`config.mk`:
```
export PLATFORM = sky130hd
export DESIGN_NAME = pool_engine
export DESIGN_NICKNAME = d
export VERILOG_FILES = /design/src/source/pool_pkg.sv /design/src/source/pool_sync_fifo.sv /design/src/source/pool_cmd_decode.sv /design/src/source/pool_window_exec.sv /design/src/source/pool_result_writer.sv /design/src/source/pool_engine.sv
export VERILOG_INCLUDE_DIRS = /design/src /design/src/source
export SDC_FILE = /design/constraint.sdc
export NUM_CORES = 2
export LEC_CHECK = 0
export CORE_ASPECT_RATIO = 0.7
export CORE_MARGIN = 1.5
export CORE_UTILIZATION = 60
export CTS_CLUSTER_SIZE = 10
export DETAILED_ROUTE_END_ITERATION = 10
export DONT_BUFFER_PORTS = 1
export GPL_TIMING_DRIVEN = 0
export HOLD_SLACK_MARGIN = 0.06
export PLACE_DENSITY = 0.76
export SETUP_SLACK_MARGIN = 0.5
export SLEW_MARGIN = 20
export SYNTH_ARGS = -nofsm -noshare
export SYNTH_HDL_FRONTEND = slang
export SYNTH_SLANG_ARGS = --single-unit
```
`constraint.sdc`:
```
create_clock -name clk -period 23.9 [get_ports clk]
set_input_delay 3.585 -clock clk [delete_from_list [all_inputs] [get_ports clk]]
set_output_delay 3.585 -clock clk [all_outputs]
set_load 0.02 [all_outputs]
```
`src/source/pool_consts.svh`:
```
`ifndef POOL_CONSTS_SVH
`define POOL_CONSTS_SVH

// Word and address widths of the DMA ports
`define POOL_DATA_W 16
`define POOL_ADDR_W 30

// Read-return FIFO depth, also the read credit count
`define POOL_RD_DEPTH 4

// Result FIFO between reducer and writer
`define POOL_RES_DEPTH 4

// Write credits granted by the DMA after reset
`define POOL_WR_CREDITS 2

`endif

```
`src/source/pool_pkg.sv`:
```
`include "pool_consts.svh"

package pool_pkg;

	// Feature-map word, IEEE half precision
	typedef logic [`POOL_DATA_W-1:0] fp16_t;

	// DMA word address
	typedef logic [`POOL_ADDR_W-1:0] addr_t;

	// Side length, kernel size or stride
	typedef logic [7:0] side_t;

	typedef logic [15:0] chan_t;

	typedef enum logic [2:0] {
		CONV     = 3'd1,
		MAX_POOL = 3'd4,
		AVG_POOL = 3'd5
	} op_t;

	typedef enum logic [1:0] {
		IDLE,
		CHECK,
		RUN,
		DONE
	} dec_state_t;

endpackage

```
`src/source/pool_sync_fifo.sv`:
```
`timescale 1ns/1ns

module pool_sync_fifo #(
	parameter int DEPTH = 4,
	parameter int WIDTH = 16
) (
	input  logic                       clk,
	input  logic                       i_rst,
	input  logic                       i_push,
	input  logic [WIDTH-1:0]           i_data,
	input  logic                       i_pop,
	output logic [WIDTH-1:0]           o_data,
	output logic                       o_empty,
	output logic                       o_full,
	output logic [$clog2(DEPTH+1)-1:0] o_count
);

	localparam int PTR_W = (DEPTH > 1) ? $clog2(DEPTH) : 1;

	logic [WIDTH-1:0] mem [DEPTH];
	logic [PTR_W-1:0] wr_ptr;
	logic [PTR_W-1:0] rd_ptr;
	logic do_push;
	logic do_pop;

	assign do_push = i_push && !o_full;
	assign do_pop = i_pop && !o_empty;
	assign o_empty = (o_count == '0);
	assign o_full = (o_count == ($clog2(DEPTH+1))'(DEPTH));
	// Head word is visible without a read cycle
	assign o_data = mem[rd_ptr];

	always_ff @(posedge clk) begin
		if (i_rst) begin
			wr_ptr <= '0;
			rd_ptr <= '0;
			o_count <= '0;
		end else begin
			if (do_push)
				wr_ptr <= (wr_ptr == PTR_W'(DEPTH-1)) ? '0 : wr_ptr + 1'b1;
			if (do_pop)
				rd_ptr <= (rd_ptr == PTR_W'(DEPTH-1)) ? '0 : rd_ptr + 1'b1;
			case ({do_push, do_pop})
				2'b10: o_count <= o_count + 1'b1;
				2'b01: o_count <= o_count - 1'b1;
				default: o_count <= o_count;
			endcase
		end
	end

	always_ff @(posedge clk) begin
		if (do_push)
			mem[wr_ptr] <= i_data;
	end

endmodule

```
`src/source/pool_cmd_decode.sv`:
```
`timescale 1ns/1ns

module pool_cmd_decode (
	input  logic               clk,
	input  logic               i_rst,
	input  logic               i_start,
	input  pool_pkg::op_t      i_op,
	input  pool_pkg::side_t    i_kernel,
	input  pool_pkg::side_t    i_stride,
	input  pool_pkg::side_t    i_side,
	input  pool_pkg::chan_t    i_channels,
	input  pool_pkg::addr_t    i_src_addr,
	input  pool_pkg::addr_t    i_dst_addr,
	input  logic               i_all_written,
	output logic               o_go,
	output pool_pkg::side_t    o_kernel,
	output pool_pkg::side_t    o_stride,
	output pool_pkg::side_t    o_side,
	output pool_pkg::side_t    o_out_side,
	output pool_pkg::chan_t    o_channels,
	output pool_pkg::addr_t    o_src_addr,
	output pool_pkg::addr_t    o_dst_addr,
	output logic               o_busy,
	output logic               o_done,
	output logic               o_op_error
);

	pool_pkg::dec_state_t state;
	pool_pkg::op_t op;
	logic err;
	logic bad;
	logic fits;
	// Start of the next window along one axis
	logic [8:0] pos;

	assign bad = (op != pool_pkg::MAX_POOL) || (o_kernel == 8'd0) || (o_stride == 8'd0) ||
		(o_channels == 16'd0) || (o_kernel > o_side);
	assign fits = ({1'b0, pos} + {2'b00, o_kernel}) <= {2'b00, o_side};

	assign o_busy = (state == pool_pkg::CHECK) || (state == pool_pkg::RUN);
	assign o_done = (state == pool_pkg::DONE);
	assign o_op_error = (state == pool_pkg::DONE) && err;
	// Window count is final once the next window no longer fits
	assign o_go = (state == pool_pkg::CHECK) && !bad && !fits;

	always_ff @(posedge clk) begin
		if (i_rst) begin
			state <= pool_pkg::IDLE;
			err <= 1'b0;
			pos <= 9'd0;
			o_out_side <= 8'd0;
		end else begin
			case (state)
				pool_pkg::IDLE, pool_pkg::DONE: begin
					if (i_start) begin
						state <= pool_pkg::CHECK;
						err <= 1'b0;
						pos <= 9'd0;
						o_out_side <= 8'd0;
					end else begin
						state <= pool_pkg::IDLE;
					end
				end
				pool_pkg::CHECK: begin
					if (bad) begin
						err <= 1'b1;
						state <= pool_pkg::DONE;
					end else if (fits) begin
						pos <= pos + {1'b0, o_stride};
						o_out_side <= o_out_side + 8'd1;
					end else begin
						state <= pool_pkg::RUN;
					end
				end
				pool_pkg::RUN: begin
					if (i_all_written)
						state <= pool_pkg::DONE;
				end
				default: state <= pool_pkg::IDLE;
			endcase
		end
	end

	// Command fields, held for the whole command
	always_ff @(posedge clk) begin
		if (i_start && !o_busy) begin
			op <= i_op;
			o_kernel <= i_kernel;
			o_stride <= i_stride;
			o_side <= i_side;
			o_channels <= i_channels;
			o_src_addr <= i_src_addr;
			o_dst_addr <= i_dst_addr;
		end
	end

endmodule

```
`src/source/pool_window_exec.sv`:
```
`timescale 1ns/1ns
`include "pool_consts.svh"

module pool_window_exec (
	input  logic               clk,
	input  logic               i_rst,
	input  logic               i_go,
	input  pool_pkg::side_t    i_kernel,
	input  pool_pkg::side_t    i_stride,
	input  pool_pkg::side_t    i_side,
	input  pool_pkg::side_t    i_out_side,
	input  pool_pkg::chan_t    i_channels,
	input  pool_pkg::addr_t    i_src_addr,
	input  logic               i_rd_valid,
	input  pool_pkg::fp16_t    i_rd_data,
	input  logic               i_res_full,
	output logic               o_rd_req,
	output pool_pkg::addr_t    o_rd_addr,
	output logic               o_res_push,
	output pool_pkg::fp16_t    o_res_data
);

	localparam int CNT_W = $clog2(`POOL_RD_DEPTH+1);

	logic walk;
	pool_pkg::side_t oy, ox, ky, kx;
	pool_pkg::chan_t ch;
	logic [15:0] row_y;
	logic [15:0] col_x;
	logic [31:0] pix;
	logic [31:0] word_off;
	logic [CNT_W-1:0] pend;
	logic [CNT_W-1:0] rd_count;
	logic rd_empty;
	pool_pkg::fp16_t rd_word;
	logic pop;
	logic [15:0] ksq;
	logic [15:0] taken;
	logic first;
	logic last;
	pool_pkg::fp16_t run_max;
	pool_pkg::fp16_t cand_max;

	// Maps a half-precision value to an unsigned key with the same order
	function automatic logic [15:0] order_key(input pool_pkg::fp16_t w);
		logic [15:0] k;
		if (w[14:0] == 15'd0)
			k = 16'h8000;
		else if (w[15])
			k = ~w;
		else
			k = {1'b1, w[14:0]};
		return k;
	endfunction

	assign row_y = {8'd0, oy} * {8'd0, i_stride} + {8'd0, ky};
	assign col_x = {8'd0, ox} * {8'd0, i_stride} + {8'd0, kx};
	assign pix = {16'd0, row_y} * {24'd0, i_side} + {16'd0, col_x};
	assign word_off = pix * {16'd0, i_channels} + {16'd0, ch};
	assign o_rd_addr = i_src_addr + word_off[`POOL_ADDR_W-1:0];

	// Credits cover words in flight and words already buffered
	assign o_rd_req = walk &&
		(({1'b0, pend} + {1'b0, rd_count}) < (CNT_W+1)'(`POOL_RD_DEPTH));

	always_ff @(posedge clk) begin
		if (i_rst) begin
			walk <= 1'b0;
			oy <= 8'd0;
			ox <= 8'd0;
			ch <= 16'd0;
			ky <= 8'd0;
			kx <= 8'd0;
		end else if (i_go) begin
			walk <= 1'b1;
			oy <= 8'd0;
			ox <= 8'd0;
			ch <= 16'd0;
			ky <= 8'd0;
			kx <= 8'd0;
		end else if (o_rd_req) begin
			if (kx == i_kernel - 8'd1) begin
				kx <= 8'd0;
				if (ky == i_kernel - 8'd1) begin
					ky <= 8'd0;
					if (ch == i_channels - 16'd1) begin
						ch <= 16'd0;
						if (ox == i_out_side - 8'd1) begin
							ox <= 8'd0;
							if (oy == i_out_side - 8'd1) begin
								oy <= 8'd0;
								walk <= 1'b0;
							end else begin
								oy <= oy + 8'd1;
							end
						end else begin
							ox <= ox + 8'd1;
						end
					end else begin
						ch <= ch + 16'd1;
					end
				end else begin
					ky <= ky + 8'd1;
				end
			end else begin
				kx <= kx + 8'd1;
			end
		end
	end

	always_ff @(posedge clk) begin
		if (i_rst) begin
			pend <= '0;
		end else begin
			case ({o_rd_req, i_rd_valid})
				2'b10: pend <= pend + 1'b1;
				2'b01: pend <= pend - 1'b1;
				default: pend <= pend;
			endcase
		end
	end

	pool_sync_fifo #(
		.DEPTH (`POOL_RD_DEPTH),
		.WIDTH (`POOL_DATA_W)
	) rd_fifo_i (
		.clk     (clk),
		.i_rst   (i_rst),
		.i_push  (i_rd_valid),
		.i_data  (i_rd_data),
		.i_pop   (pop),
		.o_data  (rd_word),
		.o_empty (rd_empty),
		.o_full  (),
		.o_count (rd_count)
	);

	// Reducer
	assign ksq = {8'd0, i_kernel} * {8'd0, i_kernel};
	assign pop = !rd_empty && !i_res_full;
	assign first = (taken == 16'd0);
	assign last = (taken == ksq - 16'd1);
	// Strictly greater replaces, so ties keep the earlier word
	assign cand_max = (first || (order_key(rd_word) > order_key(run_max))) ? rd_word : run_max;
	assign o_res_push = pop && last;
	assign o_res_data = cand_max;

	always_ff @(posedge clk) begin
		if (i_rst || i_go)
			taken <= 16'd0;
		else if (pop)
			taken <= last ? 16'd0 : taken + 16'd1;
	end

	always_ff @(posedge clk) begin
		if (pop)
			run_max <= cand_max;
	end

endmodule

```
`src/source/pool_result_writer.sv`:
```
`timescale 1ns/1ns
`include "pool_consts.svh"

module pool_result_writer (
	input  logic               clk,
	input  logic               i_rst,
	input  logic               i_go,
	input  pool_pkg::addr_t    i_dst_addr,
	input  pool_pkg::side_t    i_out_side,
	input  pool_pkg::chan_t    i_channels,
	input  logic               i_res_push,
	input  pool_pkg::fp16_t    i_res_data,
	input  logic               i_wr_credit,
	output logic               o_res_full,
	output logic               o_wr_valid,
	output pool_pkg::addr_t    o_wr_addr,
	output pool_pkg::fp16_t    o_wr_data,
	output logic               o_all_written
);

	logic res_empty;
	logic [3:0] credits;
	logic [31:0] idx;
	logic [31:0] total;

	pool_sync_fifo #(
		.DEPTH (`POOL_RES_DEPTH),
		.WIDTH (`POOL_DATA_W)
	) res_fifo_i (
		.clk     (clk),
		.i_rst   (i_rst),
		.i_push  (i_res_push),
		.i_data  (i_res_data),
		.i_pop   (o_wr_valid),
		.o_data  (o_wr_data),
		.o_empty (res_empty),
		.o_full  (o_res_full),
		.o_count ()
	);

	assign total = ({24'd0, i_out_side} * {24'd0, i_out_side}) * {16'd0, i_channels};
	assign o_wr_valid = !res_empty && (credits != 4'd0);
	assign o_wr_addr = i_dst_addr + idx[`POOL_ADDR_W-1:0];
	// Flags the last word in the cycle it goes out
	assign o_all_written = o_wr_valid && (idx == total - 32'd1);

	always_ff @(posedge clk) begin
		if (i_rst) begin
			credits <= 4'(`POOL_WR_CREDITS);
		end else begin
			case ({o_wr_valid, i_wr_credit})
				2'b10: credits <= credits - 4'd1;
				2'b01: credits <= credits + 4'd1;
				default: credits <= credits;
			endcase
		end
	end

	always_ff @(posedge clk) begin
		if (i_rst || i_go)
			idx <= 32'd0;
		else if (o_wr_valid)
			idx <= idx + 32'd1;
	end

endmodule

```
`src/source/pool_engine.sv`:
```
`timescale 1ns/1ns

module pool_engine (
	input  logic               clk,
	input  logic               i_rst,
	input  logic               i_start,
	input  pool_pkg::op_t      i_op,
	input  pool_pkg::side_t    i_kernel,
	input  pool_pkg::side_t    i_stride,
	input  pool_pkg::side_t    i_side,
	input  pool_pkg::chan_t    i_channels,
	input  pool_pkg::addr_t    i_src_addr,
	input  pool_pkg::addr_t    i_dst_addr,
	output logic               o_busy,
	output logic               o_done,
	output logic               o_op_error,
	output logic               o_rd_req,
	output pool_pkg::addr_t    o_rd_addr,
	input  logic               i_rd_valid,
	input  pool_pkg::fp16_t    i_rd_data,
	output logic               o_wr_valid,
	output pool_pkg::addr_t    o_wr_addr,
	output pool_pkg::fp16_t    o_wr_data,
	input  logic               i_wr_credit
);

	logic go;
	pool_pkg::side_t kernel, stride, side, out_side;
	pool_pkg::chan_t channels;
	pool_pkg::addr_t src_addr, dst_addr;
	logic all_written;
	logic res_push;
	pool_pkg::fp16_t res_data;
	logic res_full;

	pool_cmd_decode decode_i (
		.clk           (clk),
		.i_rst         (i_rst),
		.i_start       (i_start),
		.i_op          (i_op),
		.i_kernel      (i_kernel),
		.i_stride      (i_stride),
		.i_side        (i_side),
		.i_channels    (i_channels),
		.i_src_addr    (i_src_addr),
		.i_dst_addr    (i_dst_addr),
		.i_all_written (all_written),
		.o_go          (go),
		.o_kernel      (kernel),
		.o_stride      (stride),
		.o_side        (side),
		.o_out_side    (out_side),
		.o_channels    (channels),
		.o_src_addr    (src_addr),
		.o_dst_addr    (dst_addr),
		.o_busy        (o_busy),
		.o_done        (o_done),
		.o_op_error    (o_op_error)
	);

	pool_window_exec exec_i (
		.clk        (clk),
		.i_rst      (i_rst),
		.i_go       (go),
		.i_kernel   (kernel),
		.i_stride   (stride),
		.i_side     (side),
		.i_out_side (out_side),
		.i_channels (channels),
		.i_src_addr (src_addr),
		.i_rd_valid (i_rd_valid),
		.i_rd_data  (i_rd_data),
		.i_res_full (res_full),
		.o_rd_req   (o_rd_req),
		.o_rd_addr  (o_rd_addr),
		.o_res_push (res_push),
		.o_res_data (res_data)
	);

	pool_result_writer writer_i (
		.clk           (clk),
		.i_rst         (i_rst),
		.i_go          (go),
		.i_dst_addr    (dst_addr),
		.i_out_side    (out_side),
		.i_channels    (channels),
		.i_res_push    (res_push),
		.i_res_data    (res_data),
		.i_wr_credit   (i_wr_credit),
		.o_res_full    (res_full),
		.o_wr_valid    (o_wr_valid),
		.o_wr_addr     (o_wr_addr),
		.o_wr_data     (o_wr_data),
		.o_all_written (all_written)
	);

endmodule

```
== Word-level counts from Yosys, hierarchy flattened ==
Memories as Yosys holds them, arrays and structs flattened. A register that Yosys moved wholly into a read port is not among the register bits.
Cells that the tools add are included.

* Memories: 2
* Output and inout port bits: 81
* Register bits after elaboration: 257
* Memory bits (writable): 128
* Input port bits: 124
* Logic and storage cells: 216

{| class="wikitable"
|+ Memories
! name !! words !! width !! rd ports !! clocked after Yosys merged registers in !! wr ports !! RTL line !! text
|-
| exec_i.rd_fifo_i.mem || 4 || 16 || 1 || 1 || 1 || pool_sync_fifo.sv:20 || <nowiki>logic [WIDTH-1:0] mem [DEPTH];</nowiki>
|-
| writer_i.res_fifo_i.mem || 4 || 16 || 1 || 1 || 1 || pool_sync_fifo.sv:20 ||
|}

* Reduce and logical (&&, ||, !) cells: 58
* Equality and inequality tests: 31
* Magnitude comparators: 4
* $mul: 7
* Muxes and demuxes: 50
* $add $sub $neg: 34
* Bitwise operators: 2

{| class="wikitable"
|+ Operators by type and width
! cell !! count
|-
| $mux W16 || 7
|-
| $mul A8 B8 Y16 || 4
|-
| $add A30 B30 Y30 || 2
|-
| $mux W8 || 7
|-
| $add A8 B1 Y8 const B || 5
|-
| $add A16 B1 Y16 const B || 2
|-
| $add A16 B8 Y16 || 2
|-
| $add A32 B1 Y32 const B || 1
|-
| $eq A16 B16 Y1 || 2
|-
| $eq A32 B32 Y1 || 1
|-
| $eq A8 B8 Y1 || 4
|-
| $logic_not A16 Y1 || 2
|-
| $mul A16 B16 Y32 || 1
|-
| $mul A32 B16 Y30 || 1
|-
| $not A16 Y16 || 2
|-
| $sub A16 B1 Y16 const B || 2
|-
| $sub A32 B1 Y32 const B || 1
|-
| $add A30 B16 Y30 || 1
|-
| $logic_not A15 Y1 || 2
|-
| $mux W9 || 3
|-
| $add A24 B16 Y25 || 1
|-
| $mul A16 B8 Y24 || 1
|-
| $mux W2 || 11
|-
| $reduce_bool A2 Y1 || 11
|-
| 40 further kinds || 110
|}

== Longest topological paths before layout ==
* Depth in word-level cells: 10
* Gate-level depth with buffers: 61
* Depth with buffers taken out: 59

== By module ==
From an unflattened synthesis, not the netlist that was laid out.

* Cell total of the unflattened synthesis: 5538
* Area, all modules: 52480.3 um^2

{| class="wikitable"
|+ By module, submodules not included
! module !! sequential area each (um^2) !! instances !! area each (um^2) !! cells each
|-
| pool_window_exec || 1841.8 || 1 || 28493.6 || 3353
|-
| pool_result_writer || 720.7 || 1 || 13181.4 || 1536
|-
| pool_sync_fifo || 2102.0 || 2 || 2802.7 || 138
|-
| pool_cmd_decode || 3493.4 || 1 || 5200.0 || 373
|}

== Least setup slack after synthesis ==
No wires, ideal clock.

* Kind: reg2out
* Start point: register decode_i.o_stride[1]
* End point: output port o_rd_addr[29]
* Required time: 20315 ps
* Stages on the path, launching flop included: 59
* Buffers on the path: 2
* Setup slack: 6307 ps
* Data arrival time: 14008 ps
* Cells stage by stage: edfxtp_1 -> clkbuf_1 -> nand2_1 -> fa_1 -> inv_1 -> ha_1 -> ha_1 -> inv_1 -> fa_1 -> inv_1 -> ha_1 -> inv_1 -> fa_1 -> nor2b_1 -> o21ai_0 -> a21boi_0 -> o21ai_0 -> a21boi_0 -> [23 not listed] -> fa_1 -> inv_1 -> fa_1 -> fa_1 -> fa_1 -> fa_1 -> fa_1 -> xnor2_1 -> xnor2_1 -> xnor2_1 -> xnor2_1 -> xnor2_1 -> xnor3_1 -> xnor2_1 -> xnor2_1 -> xnor3_1 -> xnor2_1 -> xnor2_1

* Cells in the longest elaborated chain, start to end: 7
* Elaborated cells between the ends (all ways): 9
* Those cells by class: add/sub: 5; mul: 4

{| class="wikitable"
|+ RTL lines
! what !! RTL line !! text
|-
| start, declared || pool_cmd_decode.sv:17 || <nowiki>output pool_pkg::side_t o_stride,</nowiki>
|-
| start signal, assigned || pool_cmd_decode.sv:89 || <nowiki>o_stride <= i_stride;</nowiki>
|-
| $mul A8 B8 Y16 || pool_window_exec.sv:56 || <nowiki>assign row_y = {8'd0, oy} * {8'd0, i_stride} + {8'd0, ky};</nowiki>
|-
| $add A16 B8 Y16 || pool_window_exec.sv:56 ||
|-
| $mul A16 B8 Y24 || pool_window_exec.sv:58 || <nowiki>assign pix = {16'd0, row_y} * {24'd0, i_side} + {16'd0, col_x};</nowiki>
|-
| $add A24 B16 Y25 * || pool_window_exec.sv:58 ||
|-
| $mul A32 B16 Y30 * || pool_window_exec.sv:59 || <nowiki>assign word_off = pix * {16'd0, i_channels} + {16'd0, ch};</nowiki>
|-
| $add A30 B16 Y30 * || pool_window_exec.sv:59 ||
|-
| $add A30 B30 Y30 * || pool_window_exec.sv:60 || <nowiki>assign o_rd_addr = i_src_addr + word_off[`POOL_ADDR_W-1:0];</nowiki>
|-
| end, declared || pool_engine.sv:18 || <nowiki>output pool_pkg::addr_t o_rd_addr,</nowiki>
|}

Every way passes the cells marked *; elsewhere a longest branch is shown, timed or not.

== Worst setup path after layout ==
* Start point: register decode_i.o_stride[0]
* End point: output port o_rd_addr[29]

Same word-level chain as after synthesis.

==> metrics.md <==
| Metric | Value |
|---|---|
| Total number of clock tree sinks | `389` |
| Setup Buffers After CTS | `0` |
| Leading cell type by number of instances after synthesis | `sky130_fd_sc_hd__inv_1` |
| Top FF cell, synth | `sky130_fd_sc_hd__edfxtp_1` |
| Endpoint with the worst hold slack | `decode_i.err` |
| Power per cell area | `a little under 70 nW/um^2` |
| Setup crit start kind | `flip-flop` |
| Fin. Hold Viols | `0` |
| Via density | `5.71` |
| Critical path capture point type | `output pin` |
| Ranking of synthesized cells by instance count | `sky130_fd_sc_hd__inv_1, sky130_fd_sc_hd__fa_1, sky130_fd_sc_hd__nand2_1` |
| Detailed-route wire length per cell | `20.7 um` |
| Die span in y | `approximately 250 um` |
| CTS tree | `built` |
| Minimum period implied by the final worst setup slack | `approximately 21000 ps` |
| Worst-case setup slack after placement | `3970 ps` |
| Via count of the first global-routing pass | `39.0k` |
| Post-route DRC violation count | `0` |
| Pin count of the biggest net entering global routing | `58` |
| Cell count after synthesis | `5515` |
| Initial DRC Count | `about 3.6k` |
| Actual transition at the worst max-transition pin | `1220 ps` |
| Total power | `roughly 3.8 mW` |
| Data arrival time at the worst-slack endpoint | `17460 ps` |
| Final design instance area without fill | `55200 sq um` |
| Area Growth Syn to Fin | `5.95%` |
| Max-cap violations | `0` |
| Number of buffers inserted for hold repair after clock tree synthesis | `0` |
| Detailed-route via count | `38.6k` |
| Total GRT Usage | `32.0%` |
| Delay of the slowest cell on the worst path | `about 900 ps` |
| Worst Path Max Fanout | `10` |
| Initial core utilization | `60.5%` |
| Largest area contributor in the synthesized netlist | `sky130_fd_sc_hd__fa_1` |
| Area taken by flip-flops and latches | `10300 sq um` |
| Hold path startpoint | `decode_i.err` |
| Avg Cell Area, Syn | `9.45 sq um` |
| Biggest area contributors in the synthesized netlist | `sky130_fd_sc_hd__fa_1, sky130_fd_sc_hd__edfxtp_1, sky130_fd_sc_hd__ha_1` |
| Clock-pin slew reported for the worst setup and hold paths after clock tree synthesis | `60 ps` |
| Register area share after synthesis | `19.7%` |
| Lkg Pwr | `24.7 nW` |
| Area enclosed by the die boundary | `88700 sq um` |
| Cell Area, Synth | `52100 sq um` |
| Most repeated library cell on the critical path | `sky130_fd_sc_hd__fa_1` |
| HP Class | `reg2reg` |
| Standard-cell rows | `90` |
| Start of the worst register-to-register path | `decode_i.o_out_side[0]` |
| Proportion of layout cells with a drive suffix above 1 | `2.62%` |
| Cell with the largest stage delay on the worst path | `sky130_fd_sc_hd__a2111oi_1` |
| Number of max-slew violations in the final report | `0` |
| Horizontal die dimension | `355 um` |
| Floorplan core area | `around 86000 sq um` |
| Worst reg-to-reg path cell count | `45` |
| Warnings from Yosys | `0` |
| Final-layout worst hold slack | `between 400 and 500 ps` |
| Post-Syn Nets | `6871` |
| Latest clock arrival within the worst-skew pair | `650 ps` |
| Async set or reset register ratio after synthesis | `0%` |
| Post-layout worst setup margin | `2860 ps` |
| Outcome | `finished, final reports clean` |
| Total number of nets in the final design | `6922` |
| Number of register bits inferred by synthesis | `389` |
| Initial antenna violation count | `10` |
| Final HPWL from detailed placement | `113000 um` |
| Slew headroom | `18.1%` |
| Residual overflow from global routing | `0` |
| Overall routed net length | `~140000 um` |
| # IOs | `about 200` |
| First-pass GRT wire length | `roughly 220000 um` |
| Worst-case vdd ir drop | `about 0.15 mV` |
| Crit Reg-Reg Endpoint | `decode_i.state[0]` |
| Layout Skew | `~55 ps` |
| Max Clk Rate | `0.0475 GHz` |
| Setup violations, final | `0` |
| Combined area of the multi-input logic cells | `37000 sq um` |
| Cell depth of the worst min-delay path | `2` |
| Unrepaired setup endpoints after global routing | `false` |
| Count of filler cells inserted in the layout | `around 7.0k` |
| Fraction of synthesized cell area taken by the top area cell type | `29.0%` |
| Sum Neg Setup Slack | `0 ps` |
| Count of flip-flops with a built-in enable after synthesis | `247` |
| CTS H-Tree Depth | `2` |
| Number of resized instances in the post-cts repair step | `0` |
| Data required time at the worst endpoint | `20320 ps` |
| Distinct cell type count of the synthesized netlist | `85` |
| CTS Root Buffer Type | `sky130_fd_sc_hd__clkbuf_16` |
| Instance area after placement | `53600 sq um` |
| RePlAce Congestion | `0.974` |
| Bufs on Longest Clock Path | `3` |
| Number of input and output port buffers inserted | `0` |
| Setup slack of the most critical reg-to-reg path | `10400 ps` |
| Number of buffers inserted during clock tree synthesis | `48` |
| Count of nets left with antenna violations after detail routing | `0` |
| CP Class | `reg2out` |
| DR pass1 iterations | `8` |
| Period utilisation layout | `88.0%` |
## flip-flops by register name, indices dropped and copies added (netlist names), 9 cells and up, named ones only
register,flops
exec_i.rd_fifo_i.mem,64
writer_i.res_fifo_i.mem,64
writer_i.idx,32
decode_i.o_dst_addr,30
decode_i.o_src_addr,30
decode_i.o_channels,16
exec_i.ch,16
exec_i.run_max,16
exec_i.taken,16
decode_i.pos,9
## per-layer routing
metal / global-route usage (%) / up-vias / part of all wire (%) / wire length (um)
met2: 46.6 / 1909 / 42 / 59200
met3: 9.29 / 285 / 12 / 16400
li1: - / 17387 / - / -
met5: 0 / - / 0.0072 / 10
met1: 46.2 / 18993 / 43 / 59700
met4: 9.68 / 2 / 3.2 / 4410
## how the worst max path moves through the flow
stage / start / endpoint / slack (ps) / cells past startpoint
finish: decode_i.o_stride[0] / o_rd_addr[29] / 2860 / 54
detailed placement: decode_i.o_stride[0] / o_rd_addr[29] / 3970 / 56
floorplan: decode_i.o_stride[1] / o_rd_addr[29] / 6310 / 58
CTS: decode_i.o_stride[0] / o_rd_addr[29] / 3220 / 56
global placement: decode_i.o_stride[1] / o_rd_addr[29] / 3930 / 54
global route: decode_i.o_stride[0] / o_rd_addr[29] / 2150 / 56
## cells in the final DEF, fill, tap and decap left out, types with 142 or more instances in the layout
master,n
sky130_fd_sc_hd__ha_1,478
sky130_fd_sc_hd__xnor2_1,254
sky130_fd_sc_hd__nor2_1,249
sky130_fd_sc_hd__a21oi_1,149
sky130_fd_sc_hd__xor2_1,145
sky130_fd_sc_hd__nand2_1,551
sky130_fd_sc_hd__dfxtp_1,142
sky130_fd_sc_hd__and2_1,429
sky130_fd_sc_hd__fa_1,754
sky130_fd_sc_hd__clkbuf_1,207
sky130_fd_sc_hd__inv_1,1093
sky130_fd_sc_hd__edfxtp_1,247
## logic make-up (layout without fill, tap and decap cells)
logic type | Yosys count | in the layout | share of synthesized area (%)
other cells | 2 | 7 | 0.0144
mux | 56 | 56 | 1.89
compound gates | 479 | 479 | 5.95
fa+ha+maj | 1232 | 1232 | 40.4
xor+xnor | 402 | 402 | 6.81
flops | 389 | 389 | 19.7
simple gates | 1656 | 1656 | 15.9
buf+inv | 1299 | 1390 | 9.37
## critical path: cells and delay by family, from the launching register on
kind | cells | cell delay, ps
AOI/OAI and AO/OA | 12 | 3650
xor gates and xnor gates | 11 | 2680
adders and majority gates | 17 | 7390
buffers and inverters | 8 | 920
DFF | 1 | 610
and+or+nand+nor | 6 | 1540
## stage by stage
stage,utilization (%),instances
after floorplan,-,5515
after global placement,62.2,6665
after detailed placement,62.2,6666
after CTS,64.1,6756
after global routing,64.1,6760
final,64.1,6761
## final cells by class
cell class | instances | share of cell area [%]
multi-input combinational | 3827 | 67.0
sequential | 389 | 18.6
inverter | 1094 | 7.44
tap | 1150 | 2.61
clock buffer | 80 | 2.53
buffer | 205 | 1.42
clock inverter | 10 | 0.365
timing repair buffer | 1 | 0.0498
antenna | 5 | 0.0227
## where the power goes
group	leakage [nW]	switching, mW	internal [mW]
clock network	0.762	0.315	0.435
logic	20.5	1.29	0.796
registers	3.45	0.0834	0.867
total	24.7	1.69	2.10
No activity file was read; power rests on OpenSTA's default activity.
